## config.mk

```make
export PLATFORM = sky130hd
export DESIGN_NAME = immGen
export DESIGN_NICKNAME = d
export VERILOG_FILES = /design/src/common/rvPkg.sv /design/src/verilog/immGen.sv
export SDC_FILE = /design/constraint.sdc
export NUM_CORES = 1
export LEC_CHECK = 0
export ABC_AREA = 1
export BUFFER_PORTS_ARGS = -buffer_cell sky130_fd_sc_hd__buf_2
export CORE_MARGIN = 5
export CORE_UTILIZATION = 45
export DETAILED_ROUTE_END_ITERATION = 10
export GPL_ROUTABILITY_DRIVEN = 0
export PLACE_DENSITY = 0.9
export SYNTH_ARGS = -nofsm -noshare
export SYNTH_HDL_FRONTEND = slang
export SYNTH_SLANG_ARGS = --single-unit
```

## constraint.sdc

```tcl
create_clock -name vclk -period 2.77
set_clock_uncertainty 0.1 [all_clocks]
set_input_delay 0.1385 -clock vclk [all_inputs]
set_output_delay 0.1385 -clock vclk [all_outputs]
set_load 0.01 [all_outputs]
```

## src/common/rvPkg.sv

```systemverilog
package rvPkg;

    localparam int xlen = 64;

    localparam logic [6:0] opOp     = 7'b0110011;
    localparam logic [6:0] opOpImm  = 7'b0010011;
    localparam logic [6:0] opOpW    = 7'b0111011;
    localparam logic [6:0] opOpImmW = 7'b0011011;
    localparam logic [6:0] opLui    = 7'b0110111;
    localparam logic [6:0] opAuipc  = 7'b0010111;
    localparam logic [6:0] opJal    = 7'b1101111;
    localparam logic [6:0] opJalr   = 7'b1100111;
    localparam logic [6:0] opBranch = 7'b1100011;
    localparam logic [6:0] opLoad   = 7'b0000011;
    localparam logic [6:0] opStore  = 7'b0100011;
    localparam logic [6:0] opSystem = 7'b1110011;

    typedef enum logic [3:0] {
        aluAdd, aluSub, aluXor, aluOr, aluAnd,
        aluSll, aluSrl, aluSlt, aluSltu, aluPassB
    } aluOp_t;

    typedef enum logic [1:0] {wbAlu, wbMem, wbPc4} wbSel_t;

    typedef struct packed {
        aluOp_t     aluOp;
        logic       selA;       // 1 rs1, 0 pc
        logic       selB;       // 1 rs2, 0 imm
        logic       wordOp;
        logic       writeRd;
        wbSel_t     wbSel;
        logic       memRead;
        logic       memWrite;
        logic [1:0] memSize;    // log2 of byte count
        logic       loadSigned;
        logic       jumpReg;
        logic       takePc;
        logic       halt;
        logic       illegal;
    } ctrl_t;

    typedef struct packed {
        logic [6:0] funct7;
        logic [4:0] rs2;
        logic [4:0] rs1;
        logic [2:0] funct3;
        logic [4:0] rd;
        logic [6:0] opcode;
    } rType_t;

    typedef struct packed {
        logic [11:0] imm;
        logic [4:0]  rs1;
        logic [2:0]  funct3;
        logic [4:0]  rd;
        logic [6:0]  opcode;
    } iType_t;

    typedef struct packed {
        logic [6:0] immHi;
        logic [4:0] rs2;
        logic [4:0] rs1;
        logic [2:0] funct3;
        logic [4:0] immLo;
        logic [6:0] opcode;
    } sType_t;

    typedef struct packed {
        logic       imm12;
        logic [5:0] imm10to5;
        logic [4:0] rs2;
        logic [4:0] rs1;
        logic [2:0] funct3;
        logic [3:0] imm4to1;
        logic       imm11;
        logic [6:0] opcode;
    } bType_t;

    typedef struct packed {
        logic [19:0] imm;
        logic [4:0]  rd;
        logic [6:0]  opcode;
    } uType_t;

    typedef struct packed {
        logic       imm20;
        logic [9:0] imm10to1;
        logic       imm11;
        logic [7:0] imm19to12;
        logic [4:0] rd;
        logic [6:0] opcode;
    } jType_t;

    typedef union packed {
        rType_t r;
        iType_t i;
        sType_t s;
        bType_t b;
        uType_t u;
        jType_t j;
    } inst_t;

    typedef struct packed {
        logic            cyc;
        logic            stb;
        logic            we;
        logic [xlen-1:0] adr;
        logic [7:0]      sel;
        logic [xlen-1:0] datW;
    } wbMaster_t;

    typedef struct packed {
        logic            ack;
        logic [xlen-1:0] datR;
    } wbSlave_t;

endpackage

```

## src/verilog/immGen.sv

```systemverilog
`timescale 1ns/1ns

module immGen (
    input  rvPkg::inst_t           inst,
    output logic [rvPkg::xlen-1:0] imm
);

    always_comb begin
        case (inst.r.opcode)
            rvPkg::opOpImm, rvPkg::opOpImmW, rvPkg::opLoad, rvPkg::opJalr, rvPkg::opSystem: begin
                imm = {{52{inst.i.imm[11]}}, inst.i.imm};
            end
            rvPkg::opStore: begin
                imm = {{52{inst.s.immHi[6]}}, inst.s.immHi, inst.s.immLo};
            end
            rvPkg::opBranch: begin
                imm = {{52{inst.b.imm12}}, inst.b.imm11, inst.b.imm10to5,
                       inst.b.imm4to1, 1'b0};
            end
            rvPkg::opLui, rvPkg::opAuipc: begin
                imm = {{32{inst.u.imm[19]}}, inst.u.imm, 12'h000};
            end
            rvPkg::opJal: begin
                imm = {{44{inst.j.imm20}}, inst.j.imm19to12, inst.j.imm11,
                       inst.j.imm10to1, 1'b0};
            end
            default: imm = '0;  // R-type has none
        endcase
    end

endmodule

```

# After elaboration in Yosys (flattened, before gate mapping)
# Cells that the tools add are included.
[word_totals] inputBits=32 elab_cells=13 regBits=0 output_inout_bits=64
[op_classes] eq_ne=10 reduce_logical=2 muxes=1
[op_table] cell="$pmux 64 s5" count=1
[op_table] cell="$eq 7x7->1 const B" count=4
[op_table] cell="$eq 7x5->1 const B" count=3
[op_table] cell="$eq 7x6->1 const B" count=2
[op_table] cell="$eq 7x2->1 const B" count=1
[op_table] cell="$reduce_or 5->1" count=1
[op_table] cell="$reduce_or 2->1" count=1

# Logic depth before layout (Yosys ltp)
[logic_depth] ltp_word=3 depth_mapped=9 mapped_depth_nobuf=7

# Worst setup path after synthesis
# No wires, ideal clock.
[synth_timing] kind="input to output" from="input inst[4] (netlist name)" to="output imm[32] (netlist name)" n_path_buf=2 required_ns=2.531 stages=9 t_arrival_ns=1.631 setup_slack_ns=0.901 cell_sequence="inv_1 nand2_1 nor2_4 nand2_1 nand3_2 nand2_2 buf_6 nand2_1 buf_4"
[synth_between] elab_chain_cells=3 elab_cells_between_ends=13 classes_between="10 x eq/ne; 1 x mux; 2 x reduce/logical"
[synth_lines] item="start, declared" line_no="immGen.sv:4" text="input rvPkg::inst_t inst,"
[synth_lines] item="$eq 7x5->1 (tied with other cells)" line_no="immGen.sv:9" text="case (inst.r.opcode)"
[synth_lines] item="$reduce_or 5->1 / $reduce_or 2->1 (equally long branches)" line_no="immGen.sv:9"
[synth_lines] item="$pmux 64 s5 (*)" line_no="immGen.sv:9"
[synth_lines] item="end, declared" line_no="immGen.sv:5" text="output logic [rvPkg::xlen-1:0] imm"
# Mark *: on every way between the ends. The rest lies on a longest branch, timed or not.

# Worst setup path in the final report
[layout_timing] from="input inst[4] (netlist name)" to="output imm[48] (netlist name)"
# Same word-level chain as after synthesis.

==> summary.md <==
| Metric | Value |
|---|---|
| Outcome | `complete, no violations` |
| I/O pins | `96` |
| Max_cap viols | `0` |
| Initial core utilization | `just under 50%` |
| CTS-repair resized insts | `0` |
| Final Cycle Share | `between 70% and 80%` |
| Post-route setup TNS | `0 ns` |
| Least-Margin Pin Slew | `around 0.64 ns` |
| P&R area growth vs syn | `17.5%` |
| End point of the critical path | `imm[48]` |
| Arr. time, crit path | `approximately 2.0 ns` |
| Kind of critical path | `in -> out` |
| Worst Setup SP | `inst[4]` |
| Instance count of the mapped netlist | `252` |
| Final ANT Viol Nets | `0` |
| Register area | `0 sq um` |
| Number of remaining DRC errors | `0` |
| Crit path time final | `2.20 ns` |
| Die width | `62.0 um` |
| Total number of vias | `1669` |
| Area of the die | `3840 sq um` |
| Worst setup EP type | `output port` |
| Initial antenna violation count | `0` |
| WL met1 | `between 1 and 1.5 mm` |
| Final Hold Vio Count | `0` |
| Mapped Nets | `284` |
| Routed wire length per instance | `about 11 um` |
| Slew margin rel. | `a little under three fifths` |
| Hold Worst Slack | `0.501 ns` |
| Rows | `18` |
| Fillers | `259` |
| Synthesized area | `1220 sq um` |
| Largest net degree at the start of global routing | `34` |
| Setup-failing EPs final | `0` |
| DPL Wire Length | `approximately 2.9 mm` |
| IO buf count | `96` |
| Uppermost layer routed | `met4` |
| Routed wl met3 | `495 um` |
| Total setup buffers inserted after CTS | `0` |
| Worst-path maximum fanout | `33` |
| Metal2 WL | `1.73 mm` |
| Leakage | `1.18 nW` |
| Congestion Overflow GR | `0` |
| Unrepaired setup endpoints after global routing | `no` |
| Vias in the first global route | `1201` |
| Clkbuf count | `0` |
| Core area | `about 2500 sq um` |
| Global-route wire length before repair | `approximately 5.2 mm` |
| Final nets | `between 300 and 400` |
| Global router's overall resource usage | `16.6%` |
| Max Slew Vio Count | `0` |
| Share of layout cells above drive strength 1 | `35.8%` |
| Hold_buf cts | `0` |
| PwrDens | `86.5 nW/um^2` |
| Hold crit path type | `in -> out` |
| Yosys cell types | `12` |
| FMAX | `454 MHz` |
| Multi-input gate area | `798 sq um` |
| Worst EP required | `2.53 ns` |
| FFs & Latches | `0` |
| DR iter-0 viols | `58` |
| Syn Area/Cell | `just under 5 sq um` |
| Diodes inserted | `0` |
| Die Ht | `62.0 um` |
| CP startpoint kind | `input port` |
| Final wirelength | `about 3.6 mm` |
| Sequential fraction of the synthesis area | `0%` |
| DR pass1 iterations | `5` |
| Ys Warns | `0` |
| Max IR drop VDD | `86.1 uV` |
| Drt via density | `4.95` |
-- worst min path at each step --
| stage | start | endpoint | depth (start not counted) | slack [ns] |
|---|---|---|---|---|
| after global placement | inst[23] | imm[3] | 4 | 0.51 |
| final | inst[24] | imm[4] | 4 | 0.50 |
| after detailed placement | inst[24] | imm[4] | 4 | 0.50 |
| after global routing | inst[23] | imm[3] | 4 | 0.53 |
| after floorplan | inst[20] | imm[0] | 2 | 0.29 |
| after CTS | inst[23] | imm[3] | 4 | 0.50 |
-- area by class of cell --
class | count | area share, %
Multi-Input combinational cell | 187 | 55.9
Inverter | 18 | 4.73
Timing Repair Buffer | 102 | 36.8
Tap cell | 30 | 2.63
-- cell usage in the layout, fill, tap and decap left out, drive strengths merged --
master,n
buf,102
inv,18
nand2,87
nand3,55
nor2,45
-- power by group --
part	leakage, nW	switching, mW	internal (mW)
combinational	1.18	0.0769	0.0466
sequential	0	0	0
clock	0	0	0
-- routing by layer --
metal	GRT usage, %	vias up
met5	0	-
met4	1.82	0
met1	22.0	701
met2	29.9	105
li1	-	861
met3	1.65	2
-- worst max-delay path, stage by stage --
cell     delay [ns]
buf_2          0.11
inv_1          0.06
nand2_1        0.12
nor2_4         0.11
buf_4          0.25
nand3_2        0.26
nand2_1        0.12
nor2_1         0.04
nand2_1        0.48
buf_2          0.25
-- cell families (layout without fill, tap and decap cells) --
kind of cell / count (synthesis) / in the layout / share of synthesized area (%)
buf+inv: 65 / 120 / 34.4
simple gates: 187 / 187 / 65.6
-- cell usage after synthesis --
library cell	count	area, sq um
nand2_1	86	323
nand3_1	53	265
nor2_1	41	154
buf_4	36	270
inv_1	17	63.8
buf_2	7	35.0
buf_6	4	45.0
nor2_2	3	18.8
nand3_2	2	20.0
inv_2	1	3.75
nand2_2	1	6.26
nor2_4	1	11.3
-- per-stage QoR --
step | cell area [sq um] | util [%] | cells | total power, mW | setup WS, ns
6_report | 1430 | 56.6 | 337 | 0.124 | 0.568
3_3_place_gp | 1430 | 56.6 | 337 | 0.122 | 0.636
5_1_grt | 1430 | 56.6 | 337 | 0.137 | 0.339
3_5_place_dp | 1430 | 56.6 | 337 | 0.124 | 0.517
2_1_floorplan | 1220 | - | 252 | 0.0783 | 0.901
4_1_cts | 1430 | 56.6 | 337 | 0.125 | 0.513
(Power assumes the default switching activity.)
