===== src/common/rvPkg.sv =====
package rvPkg;

    localparam int xlen = 64;

    localparam logic [6:0] opOp     = 7'b0110011;
    localparam logic [6:0] opOpImm  = 7'b0010011;
    localparam logic [6:0] opOpW    = 7'b0111011;
    localparam logic [6:0] opOpImmW = 7'b0011011;
    localparam logic [6:0] opLui    = 7'b0110111;
    localparam logic [6:0] opAuipc  = 7'b0010111;
    localparam logic [6:0] opJal    = 7'b1101111;
    localparam logic [6:0] opJalr   = 7'b1100111;
    localparam logic [6:0] opBranch = 7'b1100011;
    localparam logic [6:0] opLoad   = 7'b0000011;
    localparam logic [6:0] opStore  = 7'b0100011;
    localparam logic [6:0] opSystem = 7'b1110011;

    typedef enum logic [3:0] {
        aluAdd, aluSub, aluXor, aluOr, aluAnd,
        aluSll, aluSrl, aluSlt, aluSltu, aluPassB
    } aluOp_t;

    typedef enum logic [1:0] {wbAlu, wbMem, wbPc4} wbSel_t;

    typedef struct packed {
        aluOp_t     aluOp;
        logic       selA;       // 1 rs1, 0 pc
        logic       selB;       // 1 rs2, 0 imm
        logic       wordOp;
        logic       writeRd;
        wbSel_t     wbSel;
        logic       memRead;
        logic       memWrite;
        logic [1:0] memSize;    // log2 of byte count
        logic       loadSigned;
        logic       jumpReg;
        logic       takePc;
        logic       halt;
        logic       illegal;
    } ctrl_t;

    typedef struct packed {
        logic [6:0] funct7;
        logic [4:0] rs2;
        logic [4:0] rs1;
        logic [2:0] funct3;
        logic [4:0] rd;
        logic [6:0] opcode;
    } rType_t;

    typedef struct packed {
        logic [11:0] imm;
        logic [4:0]  rs1;
        logic [2:0]  funct3;
        logic [4:0]  rd;
        logic [6:0]  opcode;
    } iType_t;

    typedef struct packed {
        logic [6:0] immHi;
        logic [4:0] rs2;
        logic [4:0] rs1;
        logic [2:0] funct3;
        logic [4:0] immLo;
        logic [6:0] opcode;
    } sType_t;

    typedef struct packed {
        logic       imm12;
        logic [5:0] imm10to5;
        logic [4:0] rs2;
        logic [4:0] rs1;
        logic [2:0] funct3;
        logic [3:0] imm4to1;
        logic       imm11;
        logic [6:0] opcode;
    } bType_t;

    typedef struct packed {
        logic [19:0] imm;
        logic [4:0]  rd;
        logic [6:0]  opcode;
    } uType_t;

    typedef struct packed {
        logic       imm20;
        logic [9:0] imm10to1;
        logic       imm11;
        logic [7:0] imm19to12;
        logic [4:0] rd;
        logic [6:0] opcode;
    } jType_t;

    typedef union packed {
        rType_t r;
        iType_t i;
        sType_t s;
        bType_t b;
        uType_t u;
        jType_t j;
    } inst_t;

    typedef struct packed {
        logic            cyc;
        logic            stb;
        logic            we;
        logic [xlen-1:0] adr;
        logic [7:0]      sel;
        logic [xlen-1:0] datW;
    } wbMaster_t;

    typedef struct packed {
        logic            ack;
        logic [xlen-1:0] datR;
    } wbSlave_t;

endpackage


===== src/verilog/programCounter.sv =====
`timescale 1ns/1ns

module programCounter (
    input  logic                   clk,
    input  logic                   reset,
    input  rvPkg::ctrl_t           ctrl,
    input  logic                   busy,
    input  logic [rvPkg::xlen-1:0] imm,
    input  logic [rvPkg::xlen-1:0] rs1Data,
    output logic [rvPkg::xlen-1:0] pc,
    output logic                   halt
);

    logic [rvPkg::xlen-1:0] jumpTarget;
    logic [rvPkg::xlen-1:0] nextPc;

    assign jumpTarget = rs1Data + imm;

    always_comb begin
        if (ctrl.jumpReg) begin
            nextPc = {jumpTarget[rvPkg::xlen-1:1], 1'b0};   // jalr clears bit 0
        end else if (ctrl.takePc) begin
            nextPc = pc + imm;
        end else begin
            nextPc = pc + 64'd4;
        end
    end

    always_ff @(posedge clk) begin
        if (reset) begin
            pc   <= '0;
            halt <= 1'b0;
        end else if (!halt && !busy) begin
            if (ctrl.halt) begin
                halt <= 1'b1;   // pc stays on the ebreak
            end else begin
                pc <= nextPc;
            end
        end
    end

endmodule


===== config.mk =====
export PLATFORM = sky130hd
export DESIGN_NAME = programCounter
export DESIGN_NICKNAME = d
export VERILOG_FILES = /design/src/common/rvPkg.sv /design/src/verilog/programCounter.sv
export SDC_FILE = /design/constraint.sdc
export NUM_CORES = 1
export LEC_CHECK = 0
export ABC_AREA = 1
export ABC_CLOCK_PERIOD_IN_PS = 2900
export BUFFER_PORTS_ARGS = -buffer_cell sky130_fd_sc_hd__buf_4
export CORE_MARGIN = 2
export CORE_UTILIZATION = 35
export CTS_BUF_LIST = sky130_fd_sc_hd__clkbuf_8
export DETAILED_ROUTE_END_ITERATION = 7
export GPL_TIMING_DRIVEN = 0
export REMOVE_ABC_BUFFERS = 1
export SYNTH_ARGS = -nofsm -noshare
export SYNTH_HDL_FRONTEND = slang
export SYNTH_SLANG_ARGS = --single-unit

===== constraint.sdc =====
create_clock -name clk -period 2.9 [get_ports clk]
set_input_delay 0 -clock clk [delete_from_list [all_inputs] [get_ports clk]]
set_output_delay 0 -clock clk [all_outputs]
set_load 0.01 [all_outputs]

# After elaboration in Yosys (flattened, before gate mapping)
# Cells that the tools add are included.
[word_totals]
memories = 0
latch_bits = 0
elab_cells = 13
mem_bits_ro = 0
output_inout_bits = 65
reg_bits = 65
mem_bits_rw = 0
[op_classes]
n_addsub = 3
div = 0
bitwise_logic = 1
n_reduce_logical = 5
n_lt_le_gt_ge = 0
shift = 0
eq_ne = 0
mul = 0
n_mux = 2
[op_table]
columns = ["cell", "count"]
rows = [
  ["$add 64x64->64", 2],
  ["$mux 64", 2],
  ["$add 64x3->64 const B", 1],
  ["$reduce_and 2->1", 2],
  ["$logic_not 1->1", 2],
  ["$logic_and 1x1->1", 1],
  ["$not 1->1", 1],
]

# Logic depth before layout (Yosys ltp)
[logic_depth]
ltp_word = 3
depth_mapped = 20

# Worst setup path before layout
# No wires, ideal clock.
[synth_path]
path_type = "reg2reg"
startpoint = "register pc[0] (netlist bit)"
endpoint = "register pc[44] (netlist bit)"
path_slack_ns = 0.777
required_time_ns = 2.783
n_path_buf = 0
path_stages_with_launch = 18
arrival_time_ns = 2.006
setup_ns = 0.117
cell_sequence = "dfxtp_1 ha_1 inv_1 fa_1 nor2_1 o21ai_0 nand2_1 nand2_1 nand2_1 nand2_1 nand2_1 nand2_1 nand2_1 nand2_1 nand3_1 nand2_1 a21oi_1 nor2_1"
[synth_between]
elab_chain_cells = 3
elab_cells_between_ends = 4
[synth_rtl]
columns = ["element", "line", "text"]
rows = [
  ["from (decl)", "programCounter.sv:10", "output logic [rvPkg::xlen-1:0] pc,"],
  ["from (signal assigned)", "programCounter.sv:37", "pc <= nextPc;"],
  ["$add 64x3->64 / $add 64x64->64 (equally long branches)", "programCounter.sv:25, programCounter.sv:23", ""],
  ["$mux 64 (*)", "programCounter.sv:22", "end else if (ctrl.takePc) begin"],
  ["$mux 64 (*)", "programCounter.sv:20", "if (ctrl.jumpReg) begin"],
]
# Mark *: on every way between the ends. The rest lies on a longest branch, timed or not.
# A chain may end at the register's enable or synchronous reset.

# Worst setup path after layout
[layout_path]
startpoint = "register pc[18] (netlist bit)"
endpoint = "register pc[53] (netlist bit)"
# The elaborated chain is that of the path after synthesis.

==> results.md <==
* Core ar. at 46300 um2
* Maximum vdd ir drop at 0.227 mV
* Nets at 3739
* Seq/Total Area, Yosys at 8.00%
* Vias at 21.2k
* Clock latency on the worst-skew pair at 0.40 ns
* YS warnings at 0
* Placed cell count at 4052
* Vias per std cell at 5.21
* Final design utilization at 40.4%
* Period utilisation layout at 94.5%
* TritonCTS clock tree: done
* Share of cells above drive strength 1 at 8.03%
* CTS Buf Count at 9
* Synth cell types at 46
* Slowest stage delay, CP at 0.43 ns
* Pre-CTS WS at -0.145 ns
* Max_slew headroom at 28.5%
* #FFs+latches synth at 65
* Slowest stage cell, crit path: ha_1
* Global-route wire length before repair at 114000 um
* Worst-margin pin slew at 1.07 ns
* Htree depth at 3
* GP Congestion at 1.03
* Leakage dissipation at 10.4 nW
* # Max-Cap Violations at 0
* Endpoints failing hold at 0
* GRT Total Usage at 31.5%
* Startpoint type of the worst setup path: flip-flop
* Final setup TNS at 0 ns
* DRC viols at 0
* Root Driver: clkbuf_8
* Top cells by area, synth: nand2_1, inv_1, ha_1
* Cell mode on critical path: nand2_1
* Cell family with most CP delay: simple AND/OR/NAND/NOR gates
* Detailed Routing Iterations Pass 1 at 6
* Max clock buf depth at 2
* Cell Area, Synth at 16300 um2
* Min Tclk post-route at 2.74 ns
* Finished Layout Cells at 4073
* Vias in the first global route at 19.5k
* Cell area after placement at 18400 um2
* Area leader, netlist: nand2_1
* Synth top cells by count: nand2_1, inv_1, nor2_1
* Status: finished, final reports clean
* Slew Viols, Final at 0
* Post-route cell area at 18700 um2
* Area grow syn2layout at 14.9%
* Setup Skew at 0.0133 ns
* Main flop type after synthesis: dfxtp_1
* DRT Wirelength at 76900 um
* Avg Inst Size Synth at 4.95 um2
* Die span in y at 220 um
* Chip width at 220 um
* Largest net degree at the start of global routing at 58
* WP data arrival at 3.04 ns
* Clock-pin slew on the worst setup and hold paths at 0.08 ns
* RSZ-0062 raised after global routing: false
* Post-synth ARST share at 0%
* Die Area at 48200 um2
* CP bufs+invs at 2
* Post-DR wirelength/cell at 18.9 um
* Antenna violations before repair at 2
* Top-count cell post-synth: nand2_1
* Gate count of the mapped netlist at 3290
* Hold Crit Class: in2reg
* Crit-path cells: ha_1 > nand2_1 > nor2_1 > nand2_1 > inv_1 > nand3_1 > nand3_1 > nand3_1 > nand2_1 > nand2_1 > nand3_1 > nand2_1 > nand2_1 > nand3_1 > nand2_1 > inv_1
* Post-synth EDFFs at 0
* Critical setup path kind: reg2reg
* CP endpoint kind: flip-flop
* Initial core utilization at 35.2%
* Crit path max fanout at 5
* Rows at 79
* IO Port Bufs at 198
* Final setup viols at 0
* Pwr dens at 265 nW/um2
* Fin Hold WS at 0.0782 ns
* 1st-iter DRT viols at 2100
* Ports at 215
* Total Power at 4.96 mW
* Setup WS post-layout at 0.160 ns
* CTS sink cnt at 65
* Antenna viol nets, final at 0
* Total congestion overflow at 0
* Data required time of the critical path at 3.19 ns
* Area fraction of the dominant cell type after synthesis at 29.9%
* Fmax at 0.365 GHz
* Hpwl dp at 65300 um
[area by class of cell]
type | count | area (um2)
Clock inverter | 4 | 46.3
Inverter | 613 | 2310
Clock buffer | 10 | 138
Fill cell | 5465 | 27600
Multi-Input combinational cell | 2568 | 12600
Tap cell | 607 | 759
Sequential cell | 65 | 1310
Timing Repair Buffer | 204 | 1560
Antenna cell | 2 | 5.00
[layout by cell type (no fill, tap or decap), types with 3 or more instances in the layout]
cell | netlist | layout
ha_2 | 0 | 4
dfxtp_1 | 65 | 55
nor3_2 | 7 | 8
o21ai_0 | 104 | 103
ha_1 | 126 | 120
nor3_1 | 59 | 58
xnor2_1 | 19 | 19
nor3b_1 | 3 | 3
nand3_2 | 4 | 5
a31oi_1 | 15 | 15
o21bai_1 | 27 | 27
o211ai_1 | 7 | 7
nor4_1 | 12 | 12
a21oi_1 | 199 | 199
nor2_4 | 4 | 5
inv_2 | 2 | 3
nand2_1 | 1294 | 1291
clkbuf_8 | 0 | 10
inv_1 | 610 | 610
a21o_1 | 3 | 3
nand3b_1 | 14 | 14
buf_4 | 1 | 200
nor2_1 | 306 | 301
nand3_1 | 219 | 218
nand4_1 | 48 | 48
o21ai_1 | 5 | 6
xor2_1 | 53 | 53
nand2_2 | 4 | 7
and2_1 | 7 | 7
nor2_2 | 7 | 12
dfxtp_2 | 0 | 10
o221ai_1 | 3 | 3
[power breakdown]
| group | total [mW] | internal (mW) | switching, mW |
|---|---|---|---|
| combinational | 3.02 | 1.00 | 2.02 |
| clock | 0.811 | 0.406 | 0.405 |
| sequential | 1.12 | 0.956 | 0.165 |
[layer usage]
layer	track usage [%]	part of all wire (%)	up-vias
li1	-	-	10600
met5	0	0	-
met4	15.2	4.9	0
met2	50.4	44	971
met3	3.35	9.4	162
met1	42.2	42	9453
[kinds of logic after synthesis]
| logic type | count (synthesis) | share of synthesized area, % |
|---|---|---|
| buffers and inverters | 658 | 15.2 |
| DFF | 65 | 8.00 |
| adders and majority gates | 128 | 9.93 |
| and+or+nand+nor | 1995 | 50.6 |
| xor gates and xnor gates | 72 | 3.88 |
| AOI/OAI and AO/OA | 372 | 12.3 |
[repair_timing]
| item | CTS | global route |
|---|---|---|
| setup buffers | 0 | 2 |
| pin swaps | 1 | 1 |
| gates cloned | 1 | 0 |
| resized for setup | 1 | 26 |
| hold endpoints to repair | 1 | 0 |
| setup endpoints to repair | 4 | 16 |
| hold buffers | 2 | 0 |
[tightest hold or removal path: cells and delay by family]
family / cells / cell delay [ns]
AND/OR/NAND/NOR: 1 / 0.07
adder cells (fa/ha/maj): 1 / 0.15
AO/OA/AOI/OAI: 1 / 0.14
buffers and inverters: 1 / 0.09
[state kept, by name (all words and copies together) (netlist names)]
register and cells:
pc 64, halt 1
[final timing paths]
path              startpoint      to  slack (ns)  cells past startpoint
hold reg to reg        pc[0]   pc[0]        0.51                      2
hold / removal        imm[0]   pc[0]        0.08                      4
setup / recovery      pc[18]  pc[53]        0.16                     16
setup reg to reg      pc[18]  pc[53]        0.16                     16
Power figures use the tool's default switching activity.
