File: src/common/rvPkg.sv
package rvPkg;

    localparam int xlen = 64;

    localparam logic [6:0] opOp     = 7'b0110011;
    localparam logic [6:0] opOpImm  = 7'b0010011;
    localparam logic [6:0] opOpW    = 7'b0111011;
    localparam logic [6:0] opOpImmW = 7'b0011011;
    localparam logic [6:0] opLui    = 7'b0110111;
    localparam logic [6:0] opAuipc  = 7'b0010111;
    localparam logic [6:0] opJal    = 7'b1101111;
    localparam logic [6:0] opJalr   = 7'b1100111;
    localparam logic [6:0] opBranch = 7'b1100011;
    localparam logic [6:0] opLoad   = 7'b0000011;
    localparam logic [6:0] opStore  = 7'b0100011;
    localparam logic [6:0] opSystem = 7'b1110011;

    typedef enum logic [3:0] {
        aluAdd, aluSub, aluXor, aluOr, aluAnd,
        aluSll, aluSrl, aluSlt, aluSltu, aluPassB
    } aluOp_t;

    typedef enum logic [1:0] {wbAlu, wbMem, wbPc4} wbSel_t;

    typedef struct packed {
        aluOp_t     aluOp;
        logic       selA;       // 1 rs1, 0 pc
        logic       selB;       // 1 rs2, 0 imm
        logic       wordOp;
        logic       writeRd;
        wbSel_t     wbSel;
        logic       memRead;
        logic       memWrite;
        logic [1:0] memSize;    // log2 of byte count
        logic       loadSigned;
        logic       jumpReg;
        logic       takePc;
        logic       halt;
        logic       illegal;
    } ctrl_t;

    typedef struct packed {
        logic [6:0] funct7;
        logic [4:0] rs2;
        logic [4:0] rs1;
        logic [2:0] funct3;
        logic [4:0] rd;
        logic [6:0] opcode;
    } rType_t;

    typedef struct packed {
        logic [11:0] imm;
        logic [4:0]  rs1;
        logic [2:0]  funct3;
        logic [4:0]  rd;
        logic [6:0]  opcode;
    } iType_t;

    typedef struct packed {
        logic [6:0] immHi;
        logic [4:0] rs2;
        logic [4:0] rs1;
        logic [2:0] funct3;
        logic [4:0] immLo;
        logic [6:0] opcode;
    } sType_t;

    typedef struct packed {
        logic       imm12;
        logic [5:0] imm10to5;
        logic [4:0] rs2;
        logic [4:0] rs1;
        logic [2:0] funct3;
        logic [3:0] imm4to1;
        logic       imm11;
        logic [6:0] opcode;
    } bType_t;

    typedef struct packed {
        logic [19:0] imm;
        logic [4:0]  rd;
        logic [6:0]  opcode;
    } uType_t;

    typedef struct packed {
        logic       imm20;
        logic [9:0] imm10to1;
        logic       imm11;
        logic [7:0] imm19to12;
        logic [4:0] rd;
        logic [6:0] opcode;
    } jType_t;

    typedef union packed {
        rType_t r;
        iType_t i;
        sType_t s;
        bType_t b;
        uType_t u;
        jType_t j;
    } inst_t;

    typedef struct packed {
        logic            cyc;
        logic            stb;
        logic            we;
        logic [xlen-1:0] adr;
        logic [7:0]      sel;
        logic [xlen-1:0] datW;
    } wbMaster_t;

    typedef struct packed {
        logic            ack;
        logic [xlen-1:0] datR;
    } wbSlave_t;

endpackage

File: src/verilog/loadStoreUnit.sv
`timescale 1ns/1ns

module loadStoreUnit (
    input  logic                   clk,
    input  logic                   reset,
    input  rvPkg::ctrl_t           ctrl,
    input  logic [rvPkg::xlen-1:0] addr,
    input  logic [rvPkg::xlen-1:0] storeData,
    output rvPkg::wbMaster_t       wbOut,
    input  rvPkg::wbSlave_t        wbIn,
    output logic [rvPkg::xlen-1:0] loadData,
    output logic                   busy
);

    logic                   memOp;
    logic                   request;
    logic                   done;
    logic                   signExt;
    logic [7:0]             byteMask;
    logic [5:0]             laneShift;
    logic [rvPkg::xlen-1:0] laneData;

    assign memOp     = ctrl.memRead | ctrl.memWrite;
    assign request   = memOp & ~done;  // idle one cycle after each ack
    assign busy      = memOp & ~(request & wbIn.ack);
    assign laneShift = {addr[2:0], 3'b000};
    assign signExt   = ctrl.loadSigned;

    always_comb begin
        case (ctrl.memSize)
            2'd0:    byteMask = 8'h01;
            2'd1:    byteMask = 8'h03;
            2'd2:    byteMask = 8'h0F;
            default: byteMask = 8'hFF;
        endcase
    end

    assign wbOut.cyc  = request;
    assign wbOut.stb  = request;
    assign wbOut.we   = request & ctrl.memWrite;
    assign wbOut.adr  = {addr[rvPkg::xlen-1:3], 3'b000};
    assign wbOut.sel  = byteMask << addr[2:0];
    assign wbOut.datW = storeData << laneShift;

    // bring the addressed bytes down to bit 0
    assign laneData = wbIn.datR >> laneShift;

    always_comb begin
        case (ctrl.memSize)
            2'd0:    loadData = {{56{signExt & laneData[7]}}, laneData[7:0]};
            2'd1:    loadData = {{48{signExt & laneData[15]}}, laneData[15:0]};
            2'd2:    loadData = {{32{signExt & laneData[31]}}, laneData[31:0]};
            default: loadData = laneData;
        endcase
    end

    always_ff @(posedge clk) begin
        if (reset) begin
            done <= 1'b0;
        end else begin
            done <= request & wbIn.ack;
        end
    end

endmodule

File: config.mk
export PLATFORM = sky130hd
export DESIGN_NAME = loadStoreUnit
export DESIGN_NICKNAME = d
export VERILOG_FILES = /design/src/common/rvPkg.sv /design/src/verilog/loadStoreUnit.sv
export SDC_FILE = /design/constraint.sdc
export NUM_CORES = 1
export LEC_CHECK = 0
export BUFFER_PORTS_ARGS = -buffer_cell sky130_fd_sc_hd__buf_4
export CAP_MARGIN = 5
export CORE_AREA = 4 4 160 162
export CTS_BUF_LIST = sky130_fd_sc_hd__clkbuf_2
export DETAILED_ROUTE_END_ITERATION = 10
export DIE_AREA = 0 0 164 166
export GPL_TIMING_DRIVEN = 0
export PLACE_DENSITY_LB_ADDON = 0.2
export SETUP_SLACK_MARGIN = 0.2
export SLEW_MARGIN = 20
export SYNTH_ARGS = -nofsm -noshare
export SYNTH_HDL_FRONTEND = slang
export SYNTH_SLANG_ARGS = --single-unit
File: constraint.sdc
create_clock -name clk -period 2.4 [get_ports clk]
set_input_delay 0.48 -clock clk [delete_from_list [all_inputs] [get_ports clk]]
set_output_delay 0.48 -clock clk [all_outputs]
set_load 0.02 [all_outputs]
# Yosys cells after proc, flatten, opt, wreduce, memory -nomap -nowiden
# Index checks and enable logic that the tools add are counted.
[op_classes]
shift = 3
magnitude_cmp = 0
n_reduce_logical = 1
bitwise_logic = 10
n_mul = 0
n_mux = 2
n_addsub = 0
n_eq_ne = 2
div_mod_pow = 0
[op_table]
columns = ["op", "count"]
rows = [
  ["$pmux 64 s3", 1],
  ["$shl 64x6->64", 1],
  ["$shr 64x6->64", 1],
  ["$pmux 8 s3", 1],
  ["$shl 8x3->8", 1],
  ["$and 1x1->1", 7],
  ["$eq 2x1->1 const B", 1],
  ["$eq 2x2->1 const B", 1],
  ["$logic_not 2->1", 1],
  ["$not 1->1", 2],
  ["$or 1x1->1", 1],
]
[totals]
mem_bits_ro = 0
out_inout_bits = 204
mem_count = 0
wordCells = 19
register_bits = 1
ramBits = 0
latch_bits = 0

# Logic depth before layout (Yosys ltp)
[depth]
ltp_word = 5
ltp_mapped = 8
mapped_depth_nobuf = 4

# Worst setup path after synthesis
# Ideal clock, no wire load.
[synth_path]
path_type = "input -> output"
from = "input port addr[2] (netlist bit)"
to = "output port wbOut[68] (netlist bit)"
path_slack_ps = 73
arrival_ps = 1847
path_stages = 7
n_path_buf = 5
cell_sequence = "buf_6 > buf_6 > buf_6 > buf_4 > buf_4 > a21oi_1 > o32ai_1"
[synth_rtl]
columns = ["element", "line", "source"]
rows = [
  ["start: declaration", "loadStoreUnit.sv:7", "input logic [rvPkg::xlen-1:0] addr,"],
  ["end: declaration", "loadStoreUnit.sv:9", "output rvPkg::wbMaster_t wbOut,"],
]

# Final worst setup path
[layout_path]
from = "input port addr[1] (netlist bit)"
to = "output port loadData[62] (netlist bit)"
[layout_between]
elab_chain_cells = 3
[layout_rtl]
columns = ["element", "line", "source"]
rows = [
  ["$shr 64x6->64 *", "loadStoreUnit.sv:46", "assign laneData = wbIn.datR >> laneShift;"],
  ["$and 1x1->1, on equally long branches", "loadStoreUnit.sv:52, loadStoreUnit.sv:50, loadStoreUnit.sv:51", ""],
  ["$pmux 64 s3 *", "loadStoreUnit.sv:49", "case (ctrl.memSize)"],
  ["end: declaration", "loadStoreUnit.sv:11", "output logic [rvPkg::xlen-1:0] loadData,"],
]
# Every way passes the cells marked *; elsewhere a longest branch is shown, timed or not.

==> reports/results.txt <==
Top cell by count, worst path -> buf_12
Tot GR Track Use -> 23.48%
Worst Hold Class -> reg2reg
Final #Nets -> 1273
Routed len/inst -> 25.50 um
Post-synth top area share -> 25.02%
Max-Cap Viols -> 0
Status -> complete, but fails checks
Largest net degree at the start of global routing -> 12
Slew Limit Fails -> 0
Yosys cell types -> 45
Crit Path Max Fanout -> 10
Post-synth top area cell -> mux2i_1
Crit end category -> output pin
Post-DRT Antenna Nets -> 0
Post-synth top flop -> dfxtp_1
Syn avg cell area -> 7.639 um^2
Crit path cell chain -> buf_12, buf_12, mux2i_4, a22oi_2, nand4b_1, buf_6, buf_12, nand4_1, buf_6
Power per cell area -> 259.5 mW/mm^2
Mapped cell area -> 0.005080 mm^2
Worst path max stage delay -> 0.24 ns
Starting density of the core -> 21.07%
Post-synth EDFFs -> 0
Worst-path clk slew -> 0 ns
Most frequent cell after synthesis -> mux2i_1
Maximum vdd drop -> 0.1134 mV
Fmax -> 415.8 MHz
Worst Setup Path Type -> in2out
Largest register FFs -> 1
CORE AREA -> 0.02411 mm^2
# port buffers -> 336
Standard-cell rows -> 57
Biggest regs -> done x1
Clk_lat worst skew -> 0 ns
Final non-filler cell total -> 1381
DP Cell Count -> 1327
Final WS setup -> -0.004942 ns
Vias in the first global route -> 7333
1st-iter DRT viols -> 527
Worst Path Arrival -> 1.92 ns
DRC -> 0
Dpl cell area -> 0.008039 mm^2
Async S/R FF share, synth -> 0%
YS warnings -> 0
P_leak -> 4.936 nW
Die height -> 166 um
Final Cycle Share -> 100.2%
Antenna Cells -> 0
Via-per-instance ratio -> 5.187
Unrepaired setup endpoints after global routing -> yes
Die width -> 164 um
Syn Inst Count -> 665
Commonest cells in the netlist -> 127 x mux2i_1, 81 x buf_4, 63 x nor2_1, 55 x nand2_1, 44 x o21ai_0
Yosys reg bits -> 1
Initial antenna violation count -> 0
Most flop-heavy register -> done
Multi-input logic area -> 0.005027 mm^2
Fill count -> 2433
Final Skew -> 0 ns
Final Util -> 44.04%
Top cells by area, synth -> mux2i_1 25%, buf_4 12%, mux4_2 9.8%
Post-route cell area -> 0.01062 mm^2
Sequential share of the synthesized area -> 0.3941%
Overflow after GRT -> 0
Final WL -> 35210 um
Type of origin of the critical path -> input port
Synthesis-to-finish area growth -> 109.0%
Detailed placement HPWL -> 26050 um
Vias -> 7163
RePlAce Congestion -> 0.8747
Setup violators final -> 1
Cts hold-fix bufs -> 0
CP Data Required Time -> 1.92 ns
Register area -> 20.02 um^2
Global-route wire length before repair -> 48800 um
Worst path slowest cell -> mux2i_4
Tmin final -> 2.405 ns
Boundary Pins -> 418
Die ar. -> 0.02722 mm^2
First-pass DRT Iterations -> 5
Failing checks -> negative setup slack
Hold Vio Cnt, Final -> 0
Share of cells above drive strength 1 -> 69.35%
cell usage in the layout, fill, tap and decap left out, types with 4 or more instances in the layout:
master / count
nand2b_1: 5
nand2_1: 53
buf_6: 85
nand4_1: 14
o21ai_2: 13
mux2_4: 5
nand4_2: 11
nor2_2: 4
buf_4: 367
buf_2: 5
buf_8: 17
nor2b_1: 10
mux2i_4: 27
o21ai_0: 16
nand3_4: 8
o211ai_1: 9
o2111ai_2: 5
mux2i_2: 17
nand3_2: 8
buf_16: 10
o2bb2ai_1: 13
mux2i_1: 83
clkbuf_2: 4
clkbuf_16: 7
nor2_4: 10
a21oi_2: 10
o21ai_1: 21
and2_4: 6
buf_12: 34
mux4_2: 22
a21oi_1: 17
nor2_1: 50
o22ai_1: 13
mux2_2: 27
layer usage:
metal  vias up  part of all wire, %  track usage [%]
met1      3449                   38            28.92
li1       3186                    -                -
met4         0                  2.9            5.616
met5         -                    0                0
met3        68                  9.1            4.294
met2       460                   50            42.05
worst max-delay path: cells and delay by family:
family / cells / cell delay (ns)
AO/OA/AOI/OAI: 1 / 0.10
buffers and inverters: 5 / 0.80
multiplexers: 1 / 0.24
AND/OR/NAND/NOR: 2 / 0.30
area by class of cell:
class | instances | area share, %
multi-input combinational | 524 | 47.36
timing repair buffer | 390 | 33.71
buffer | 141 | 14.89
tap | 324 | 3.819
sequential | 1 | 0.1886
inverter | 1 | 0.03536
final timing paths:
kind | startpoint | to | slack (ns) | depth (start not counted)
hold reg to reg | done | done | 0.47 | 1
setup / recovery | addr[1] | loadData[62] | -0.005 | 9
setup reg to reg | done | done | 1.71 | 1
hold / removal | done | done | 0.47 | 1
power breakdown:
group	leakage, nW	internal, mW	switching (mW)
Sequential	0.00825	0.0179	0.000863
Combinational	4.93	1.35	1.38
Clock	0	0	0
Total	4.94	1.37	1.38
metrics by stage:
stage | hold slack, ns | setup slack (ns) | power, mW | TNS, ns
after floorplan | 0.4437 | 0.1778 | 1.201 | 0
after global routing | 0.5006 | -0.04319 | 2.885 | -0.5802
after CTS | 0.4765 | 0.01505 | 2.550 | 0
after detailed placement | 0.4770 | -0.5170 | 2.160 | -36.85
after global placement | 0.4618 | -0.4863 | 2.157 | -36.17
final | 0.4707 | -0.004942 | 2.754 | -0.004942
logic make-up (layout without fill, tap and decap cells):
logic type             Yosys count  count (layout)  share of synthesized area (%)
AND/OR/NAND/NOR                201             201                          20.20
multiplexers                   181             181                          41.87
buffers and inverters          142             532                          20.44
AO/OA/AOI/OAI                  139             139                          17.02
other                            1               3                        0.07382
flip-flops                       1               1                         0.3941
what timing repair did:
action,in CTS,in global routing
buffers inserted,32,8
setup endpoints to repair,135,134
pin swaps,37,29
resized for setup,298,149
gates cloned,8,6
(Power assumes the default switching activity.)
