===== src/common/rvPkg.sv =====
package rvPkg;

    localparam int xlen = 64;

    localparam logic [6:0] opOp     = 7'b0110011;
    localparam logic [6:0] opOpImm  = 7'b0010011;
    localparam logic [6:0] opOpW    = 7'b0111011;
    localparam logic [6:0] opOpImmW = 7'b0011011;
    localparam logic [6:0] opLui    = 7'b0110111;
    localparam logic [6:0] opAuipc  = 7'b0010111;
    localparam logic [6:0] opJal    = 7'b1101111;
    localparam logic [6:0] opJalr   = 7'b1100111;
    localparam logic [6:0] opBranch = 7'b1100011;
    localparam logic [6:0] opLoad   = 7'b0000011;
    localparam logic [6:0] opStore  = 7'b0100011;
    localparam logic [6:0] opSystem = 7'b1110011;

    typedef enum logic [3:0] {
        aluAdd, aluSub, aluXor, aluOr, aluAnd,
        aluSll, aluSrl, aluSlt, aluSltu, aluPassB
    } aluOp_t;

    typedef enum logic [1:0] {wbAlu, wbMem, wbPc4} wbSel_t;

    typedef struct packed {
        aluOp_t     aluOp;
        logic       selA;       // 1 rs1, 0 pc
        logic       selB;       // 1 rs2, 0 imm
        logic       wordOp;
        logic       writeRd;
        wbSel_t     wbSel;
        logic       memRead;
        logic       memWrite;
        logic [1:0] memSize;    // log2 of byte count
        logic       loadSigned;
        logic       jumpReg;
        logic       takePc;
        logic       halt;
        logic       illegal;
    } ctrl_t;

    typedef struct packed {
        logic [6:0] funct7;
        logic [4:0] rs2;
        logic [4:0] rs1;
        logic [2:0] funct3;
        logic [4:0] rd;
        logic [6:0] opcode;
    } rType_t;

    typedef struct packed {
        logic [11:0] imm;
        logic [4:0]  rs1;
        logic [2:0]  funct3;
        logic [4:0]  rd;
        logic [6:0]  opcode;
    } iType_t;

    typedef struct packed {
        logic [6:0] immHi;
        logic [4:0] rs2;
        logic [4:0] rs1;
        logic [2:0] funct3;
        logic [4:0] immLo;
        logic [6:0] opcode;
    } sType_t;

    typedef struct packed {
        logic       imm12;
        logic [5:0] imm10to5;
        logic [4:0] rs2;
        logic [4:0] rs1;
        logic [2:0] funct3;
        logic [3:0] imm4to1;
        logic       imm11;
        logic [6:0] opcode;
    } bType_t;

    typedef struct packed {
        logic [19:0] imm;
        logic [4:0]  rd;
        logic [6:0]  opcode;
    } uType_t;

    typedef struct packed {
        logic       imm20;
        logic [9:0] imm10to1;
        logic       imm11;
        logic [7:0] imm19to12;
        logic [4:0] rd;
        logic [6:0] opcode;
    } jType_t;

    typedef union packed {
        rType_t r;
        iType_t i;
        sType_t s;
        bType_t b;
        uType_t u;
        jType_t j;
    } inst_t;

    typedef struct packed {
        logic            cyc;
        logic            stb;
        logic            we;
        logic [xlen-1:0] adr;
        logic [7:0]      sel;
        logic [xlen-1:0] datW;
    } wbMaster_t;

    typedef struct packed {
        logic            ack;
        logic [xlen-1:0] datR;
    } wbSlave_t;

endpackage


===== src/verilog/decoder.sv =====
`timescale 1ns/1ns

module decoder (
    input  rvPkg::inst_t           inst,
    input  logic [rvPkg::xlen-1:0] rs1Data,
    input  logic [rvPkg::xlen-1:0] rs2Data,
    output rvPkg::ctrl_t           ctrl
);

    logic [2:0] funct3;
    logic [6:0] funct7;
    logic       rsEqual;
    logic       rsLess;
    logic       rsLessU;

    assign funct3  = inst.r.funct3;
    assign funct7  = inst.r.funct7;
    assign rsEqual = rs1Data == rs2Data;
    assign rsLess  = $signed(rs1Data) < $signed(rs2Data);
    assign rsLessU = rs1Data < rs2Data;

    // shared by OP and OP-IMM
    function automatic rvPkg::aluOp_t aluFromFunct3(input logic [2:0] f3);
        case (f3)
            3'b001:  return rvPkg::aluSll;
            3'b010:  return rvPkg::aluSlt;
            3'b011:  return rvPkg::aluSltu;
            3'b100:  return rvPkg::aluXor;
            3'b101:  return rvPkg::aluSrl;
            3'b110:  return rvPkg::aluOr;
            3'b111:  return rvPkg::aluAnd;
            default: return rvPkg::aluAdd;
        endcase
    endfunction

    always_comb begin
        ctrl       = '0;
        ctrl.aluOp = rvPkg::aluAdd;
        ctrl.wbSel = rvPkg::wbAlu;
        ctrl.selA  = 1'b1;
        case (inst.r.opcode)
            rvPkg::opOp: begin
                ctrl.selB    = 1'b1;
                ctrl.writeRd = 1'b1;
                ctrl.aluOp   = aluFromFunct3(funct3);
                if (funct3 == 3'b000 && funct7 == 7'h20) begin
                    ctrl.aluOp = rvPkg::aluSub;
                end else if (funct7 != 7'h00) begin
                    ctrl.illegal = 1'b1;    // sra and M ops land here
                end
            end
            rvPkg::opOpImm: begin
                ctrl.writeRd = 1'b1;
                ctrl.aluOp   = aluFromFunct3(funct3);
                if (funct3[1:0] == 2'b01 && funct7[6:1] != 6'h00) begin
                    ctrl.illegal = 1'b1;    // shamt is 6 bits
                end
            end
            rvPkg::opOpW: begin
                ctrl.selB    = 1'b1;
                ctrl.wordOp  = 1'b1;
                ctrl.writeRd = 1'b1;
                if (funct3 != 3'b000 || funct7 != 7'h00) begin
                    ctrl.illegal = 1'b1;    // only addw
                end
            end
            rvPkg::opOpImmW: begin
                ctrl.wordOp  = 1'b1;
                ctrl.writeRd = 1'b1;
                ctrl.illegal = funct3 != 3'b000;
            end
            rvPkg::opLui: begin
                ctrl.aluOp   = rvPkg::aluPassB;
                ctrl.writeRd = 1'b1;
            end
            rvPkg::opAuipc: begin
                ctrl.selA    = 1'b0;
                ctrl.writeRd = 1'b1;
            end
            rvPkg::opJal: begin
                ctrl.writeRd = 1'b1;
                ctrl.wbSel   = rvPkg::wbPc4;
                ctrl.takePc  = 1'b1;
            end
            rvPkg::opJalr: begin
                ctrl.writeRd = 1'b1;
                ctrl.wbSel   = rvPkg::wbPc4;
                ctrl.takePc  = 1'b1;
                ctrl.jumpReg = 1'b1;
                ctrl.illegal = funct3 != 3'b000;
            end
            rvPkg::opBranch: begin
                case (funct3)
                    3'b000:  ctrl.takePc = rsEqual;
                    3'b001:  ctrl.takePc = !rsEqual;
                    3'b100:  ctrl.takePc = rsLess;
                    3'b101:  ctrl.takePc = !rsLess;
                    3'b110:  ctrl.takePc = rsLessU;
                    3'b111:  ctrl.takePc = !rsLessU;
                    default: ctrl.illegal = 1'b1;
                endcase
            end
            rvPkg::opLoad: begin
                ctrl.writeRd    = 1'b1;
                ctrl.wbSel      = rvPkg::wbMem;
                ctrl.memRead    = 1'b1;
                ctrl.memSize    = funct3[1:0];
                ctrl.loadSigned = !funct3[2];
                ctrl.illegal    = funct3[2] && funct3[1];   // no lwu/ldu
            end
            rvPkg::opStore: begin
                ctrl.memWrite = 1'b1;
                ctrl.memSize  = funct3[1:0];
                ctrl.illegal  = funct3[2];
            end
            rvPkg::opSystem: begin
                if (inst == 32'h0010_0073) begin
                    ctrl.halt = 1'b1;   // ebreak
                end else begin
                    ctrl.illegal = 1'b1;
                end
            end
            default: ctrl.illegal = 1'b1;
        endcase

        if (ctrl.illegal) begin
            ctrl.writeRd  = 1'b0;
            ctrl.memRead  = 1'b0;
            ctrl.memWrite = 1'b0;
            ctrl.takePc   = 1'b0;
            ctrl.jumpReg  = 1'b0;
        end
    end

endmodule


===== config.mk =====
export PLATFORM = sky130hd
export DESIGN_NAME = decoder
export DESIGN_NICKNAME = d
export VERILOG_FILES = /design/src/common/rvPkg.sv /design/src/verilog/decoder.sv
export SDC_FILE = /design/constraint.sdc
export NUM_CORES = 1
export LEC_CHECK = 0
export ABC_AREA = 1
export BUFFER_PORTS_ARGS = -buffer_cell sky130_fd_sc_hd__buf_2
export CORE_MARGIN = 5
export CORE_UTILIZATION = 25
export DETAILED_ROUTE_END_ITERATION = 16
export GPL_TIMING_DRIVEN = 0
export PLACE_DENSITY = 0.65
export SLEW_MARGIN = 0
export SYNTH_ARGS = -nofsm -noshare
export SYNTH_HDL_FRONTEND = slang
export SYNTH_SLANG_ARGS = --single-unit

===== constraint.sdc =====
create_clock -name vclk -period 3
set_input_delay 0.3 -clock vclk [all_inputs]
set_output_delay 0.3 -clock vclk [all_outputs]
set_load 0.02 [all_outputs]

# ---- Yosys cells after proc, flatten, opt, wreduce, memory -nomap -nowiden
# Index checks and enable logic that the tools add are counted.
dict set report totals {
  register_bits 0
  latch_bits 0
  mem_bits_rw 0
  mem_bits_ro 0
  inputBits 160
  out_inout_bits 19
  wordCells 72
  n_memories 0
}
dict set report classes {
  add_sub_neg 0
  mul 0
  n_div 0
  order_cmp 2
  n_eq_ne 23
  shift 0
  muxes 27
  n_bitwise 0
  reduce_logical 20
}
# op n
set ops {}
lappend ops {{64-bit less-than comparator} 2}
lappend ops {{64-bit equality test} 1}
lappend ops {{7-bit by 6-bit equality test with 1-bit output (second input constant)} 5}
lappend ops {{32-bit by 21-bit equality test with 1-bit output (second input constant)} 1}
lappend ops {{7-bit equality test (second input constant)} 4}
lappend ops {{4-bit one-hot mux with 7 select lines} 1}
lappend ops {{7-bit by 5-bit equality test with 1-bit output (second input constant)} 3}
lappend ops {{1-bit 2-to-1 mux} 17}
lappend ops {{3-bit equality test (second input constant)} 4}
lappend ops {{4-bit one-hot mux with 3 select lines} 1}
lappend ops {{2-bit OR reduction} 5}
lappend ops {{1-bit one-hot mux with 9 select lines} 1}
lappend ops {{9-bit OR reduction} 1}
lappend ops {{7-bit by 2-bit equality test with 1-bit output (second input constant)} 1}
lappend ops {{7-bit nonzero test} 1}
lappend ops {{3-bit by 2-bit equality test with 1-bit output (second input constant)} 2}
lappend ops {{2-bit 2-to-1 mux} 3}
lappend ops {{1-bit one-hot mux with 6 select lines} 1}
lappend ops {{6-bit nonzero test} 1}
lappend ops {{6-bit OR reduction} 1}
lappend ops {{1-bit logical NOT} 4}
lappend ops {{4-bit 2-to-1 mux} 1}
lappend ops {{2-bit one-hot mux with 2 select lines} 1}
lappend ops {{3-bit by 1-bit equality test with 1-bit output (second input constant)} 1}
lappend ops {{7 further kinds} 9}

# ---- Logic depth before layout (Yosys ltp)
# Gate-level depths: netlist of the first run.
dict set report logic_depth {
  depth_word 5
  ltp_mapped 20
  ltp_nobuf 20
}

# ---- Worst setup path after synthesis of the first run
# Ideal clock, no wire load.
dict set report synth_path {
  kind {input to output}
  startpoint {input rs2Data[63] in the netlist's numbering}
  endpoint {output ctrl[2] in the netlist's numbering}
  arrival_ns 1.819
  required_time_ns 2.700
  slack_ns 0.881
  path_stages 12
  path_buffers 0
  path_cell_list {inv_1 -> ha_1 -> nand4_1 -> nor3_2 -> and3_2 -> a21oi_2 -> nand2_1 -> nand2_1 -> nand3_1 -> nand3_1 -> nand2_1 -> a21oi_2}
}
# item line
set synth_lines {}
lappend synth_lines {{from (decl)} decoder.sv:6} ;# input logic [rvPkg::xlen-1:0] rs2Data,
lappend synth_lines {{to (decl)} decoder.sv:7} ;# output rvPkg::ctrl_t ctrl

==> results of run 1 <==
==> tightest hold or removal path: cells and delay by family <==
family	cells	cell delay [ps]
buffers and inverters	2	300
AND/OR/NAND/NOR	1	60
==> stage by stage <==
stage | std cells | setup slack, ps | power, mW | utilization [%] | cell area, um^2
6_report | 688 | 526 | 0.359 | 36.7 | 3370
5_1_grt | 688 | 340 | 0.421 | 36.7 | 3370
4_1_cts | 688 | 475 | 0.366 | 36.7 | 3370
3_5_place_dp | 688 | 470 | 0.363 | 36.7 | 3370
3_3_place_gp | 688 | 517 | 0.351 | 36.7 | 3370
2_1_floorplan | 398 | 881 | 0.204 | - | 2340
==> power groups by stage <==
stage	registers [mW]	logic [mW]	clock network [mW]
floorplan	0	0.204	0
global placement	0	0.351	0
detailed placement	0	0.363	0
CTS	0	0.366	0
global route	0	0.421	0
finish	0	0.359	0
==> final timing paths <==
kind	end	start	slack, ps
worst max-delay path	ctrl[2]	rs1Data[63]	530
worst min-delay path	ctrl[4]	inst[14]	960
==> layer usage <==
layer	track usage, %	up-vias	wire (um)
met5	0	-	0
met4	0.639	0	39
met3	1.14	4	502
met2	22.5	109	3700
met1	13.9	1283	3030
li1	-	1645	-
==> synthesized netlist by cell type, types with 5 or more instances <==
cell / count / area [um^2]
a21oi_1: 31 / 155
ha_1: 64 / 801
inv_1: 87 / 327
inv_2: 6 / 22.5
nand2_1: 90 / 338
nand3_1: 18 / 90.1
nand4_1: 7 / 43.8
nor2_1: 40 / 150
nor3_1: 5 / 25.0
nor4_1: 5 / 31.3
o21ai_1: 6 / 30.0
==> area by class of cell <==
class	count	area share (%)
multi-input cells	300	57.8
repair buffers	179	26.6
inverters	98	11.5
well taps	111	4.12
==> kinds of logic after synthesis <==
| kind of cell | after synthesis |
|---|---|
| buffers and inverters | 98 |
| AOI/OAI and AO/OA | 53 |
| adders and majority gates | 64 |
| and+or+nand+nor | 183 |
==> out/metrics.cfg, run 1 <==
[setup_path]
path_depth=13
startpoint_type=input pin
cp_num_buf_inv=2
crit_required_ps=2700
path_delay_family=simple AND/OR/NAND/NOR gates
worstPathMaxFanout=6
endpoint_kind=output pin
crit_arrival_ps=2170
cpMostUsedCell=nand2_1
max_stage_delay_ps=360
slowest_stage=ha_1
crit_chain=buf_2 -> ha_1 -> nand4_1 -> nor3_2 -> and3_2 -> a21oi_2 -> nand2_1 -> nand2_1 -> nand3_1 -> nand3_1 -> nand2_1 -> a21oi_2 -> buf_2
crit_type=input pin to output pin

[floorplanning]
ioPinCount=179
die_x_um=107
initial_core_util_pct=25.4
core_um2=9200
die-area_um2=11400
rows=35
die_y_um=107

[power]
p_leak_nw=2.17
swShare_pct=50.7
p_seq_share_pct=0
p_sw_uw=182
pwr-share-comb_pct=100.0
power.density_nw_per_um2=107
p_int_uw=177
pwr-share-clk_pct=0
max-vdd-ir-drop_mv=0.0430

[routing]
drc_errors=0
viasPerCell=4.42
dr.first_iter.drc_count=57
firstDrtPassIters=4
wl_per_cell_um=10.6
num_vias=3041
drt-total-wl_um=7270
ant_nets=0

[clocking]
cts.repair.resized=0
cts_hold_buf=0
post-cts-setup-buffer-count=0

[sta]
tns_ps=0
setup_viol=0
maxSlewHeadroom_pct=72.8
fmax_ghz=0.404
tightest_slew_ps=404
period_share_pct=82.5
period_needed_ps=2470
report.final.slew_viol_count=0
rsz0062_at_grt=no
hold_violations=0
hold_slack_ps=961

[run]
drv_cap=0

[place]
gp_congestion=0.932
port_buffers=179
post-dp-hpwl_um=7010

[finish]
n_sequential_cell=0
final_cell_mix=buf_2, nand2_1, inv_1, ha_1, nor2_1
regArea_um2=0
multi_input_area_um2=1950
nClkBuffers=0
drive_above_1_share_pct=36.4
nets=803
fillers=1003
mostFrequentLayoutCell=buf_2
area_growth_syn_to_layout_pct=44.3
antenna_cells=0

[global_route]
antenna_found_initial=0
gr-total-overflow=0
grt_max_degree=8
grt_pass1_wl_um=11600
groute.usage.overall_pct=11.5
grt_pass1_vias=2937

[logic_synthesis]
synth_top_family_by_area=simple AND/OR/NAND/NOR gates
ys_seq_area_share_pct=0
synth_mux_area_share_pct=0
ys_types=32
synth.avg_cell_area_um2=5.87
syn_inst=398
synth-xor-area-share_pct=0
synthSimpleGateAreaFrac_pct=36.2
synth_area_um2=2340
synth_nets=622
synth_compound_area_share_pct=12.9
synth_warnings=0
synthAdderAreaFrac_pct=34.3

[hold_path]
worstHoldPathType=input pin to output pin
holdPathStages=3

[outcome]
status=finished clean

Note: power is estimated with default switching activity, not from simulation.
==> inputs of run 2 (changes only) <==
==> constraint.sdc (replaced) <==
create_clock -name vclk -period 2.4
set_input_delay 0.24 -clock vclk [all_inputs]
set_output_delay 0.24 -clock vclk [all_outputs]
set_load 0.02 [all_outputs]
==> out/metrics.cfg, run 2 (synthesized netlist as in run 1, its figures left out) <==
[outcome]
status=finished clean

[floorplanning]
initial_core_util_pct=25.4
die_y_um=107
die_x_um=107
die-area_um2=11400
rows=35
ioPinCount=179
core_um2=9200

[sta]
maxSlewHeadroom_pct=72.8
setup_viol=0
period_share_pct=94.8
hold_slack_ps=841
report.final.slew_viol_count=0
tightest_slew_ps=404
hold_violations=0
setup_slack_ps=126
fmax_ghz=0.440
period_needed_ps=2270

[finish]
mostFrequentLayoutCell=buf_2
area_growth_syn_to_layout_pct=56.6
fillers=985
n_sequential_cell=0
drive_above_1_share_pct=44.6
nets=805
antenna_cells=0
nClkBuffers=0
multi_input_area_um2=2220
final_core_util_pct=39.8
final_cell_mix=buf_2, nand2_1, inv_1, ha_1, nor2_1
layoutNonFillerInstCount=690
regArea_um2=0

[hold_path]
worstHoldPathType=input pin to output pin
holdPathStages=3

[global_route]
gr-total-overflow=0
antenna_found_initial=0
grt_max_degree=8
groute.usage.overall_pct=11.5
grt_pass1_wl_um=11600
grt_pass1_vias=2933

[place]
dp_slack_ps=-9.73
gp_congestion=0.932
port_buffers=179
post-dp-hpwl_um=7010
placedCellCount=688

[setup_path]
slowest_stage=ha_1
startpoint_type=input pin
crit_chain=buf_2 -> ha_1 -> nand4_1 -> nor3_2 -> and3_4 -> nand2_2 -> nor2_1 -> nand2_1 -> nand2_1 -> nand2_1 -> nor2_2 -> nand3_2 -> nand2_2 -> a21oi_2 -> buf_6
crit_arrival_ps=2030
crit_type=input pin to output pin
crit_required_ps=2160
cpMostUsedCell=nand2_1
worstPathMaxFanout=3
endpoint_kind=output pin
max_stage_delay_ps=290

[power]
max-vdd-ir-drop_mv=0.0544
p_leak_nw=2.19
power.density_nw_per_um2=141

[routing]
drt-total-wl_um=7770
wl_per_cell_um=11.3
viasPerCell=4.44
num_vias=3067
dr.first_iter.drc_count=53
firstDrtPassIters=4
ant_nets=0
drc_errors=0

[clocking]
cts_hold_buf=0

[run]
drv_cap=0

## run 2: cell count changes in the layout (fill, tap and decap cells not counted), moves of 2 or more
cell,delta
ha_1,-14
ha_4,+14
nand2_1,-8
nand2_2,+8
a21oi_1,-7
inv_1,-7
inv_2,+7
a21oi_2,+6
nor2_1,-6
nor2_2,+6
nand3_1,-3
nand3_2,+3
buf_4,+2
## run 2: layout make-up
cell class | count | share of cell area, %
Multi-Input combinational cell | 300 | 60.6
Timing Repair Buffer | 181 | 25.1
Tap cell | 111 | 3.79
Inverter | 98 | 10.6
## run 2: report_power, final
part	internal [mW]	switching (mW)
logic	0.254	0.260
registers	0	0
clock network	0	0
total	0.254	0.260
## run 2: critical path, delay by kind of cell
kind	cells	cell delay, ps
compound gates	1	60
fa+ha+maj	1	290
buf+inv	2	230
simple gates	11	1220
## run 2: metal layers
layer | track usage (%) | share of wire (%) | vias up
li1 | - | - | 1646
met1 | 14.0 | 40 | 1313
met2 | 22.5 | 53 | 104
met3 | 1.14 | 6.5 | 4
met4 | 0.639 | 0.58 | 0
met5 | 0 | 0 | -
## run 2: per-stage QoR
step	cell area, um^2	total power [mW]	setup TNS [ps]
floorplan	2340	0.255	0
global placement	3370	0.438	0
detailed placement	3370	0.454	-9.73
CTS	3380	0.460	0
global route	3660	0.594	-11.4
finish	3660	0.515	0
## run 2: timing repair
action                     4_1_cts  5_1_grt
setup endpoints to repair        1        1
resized for setup                2       49
setup buffers                    0        2
pin swaps                        0       32
## run 2: path summary, 6_finish.rpt
check / from / end / slack, ps
setup / recovery: rs1Data[61] / ctrl[2] / 130
hold / removal: inst[14] / ctrl[4] / 840
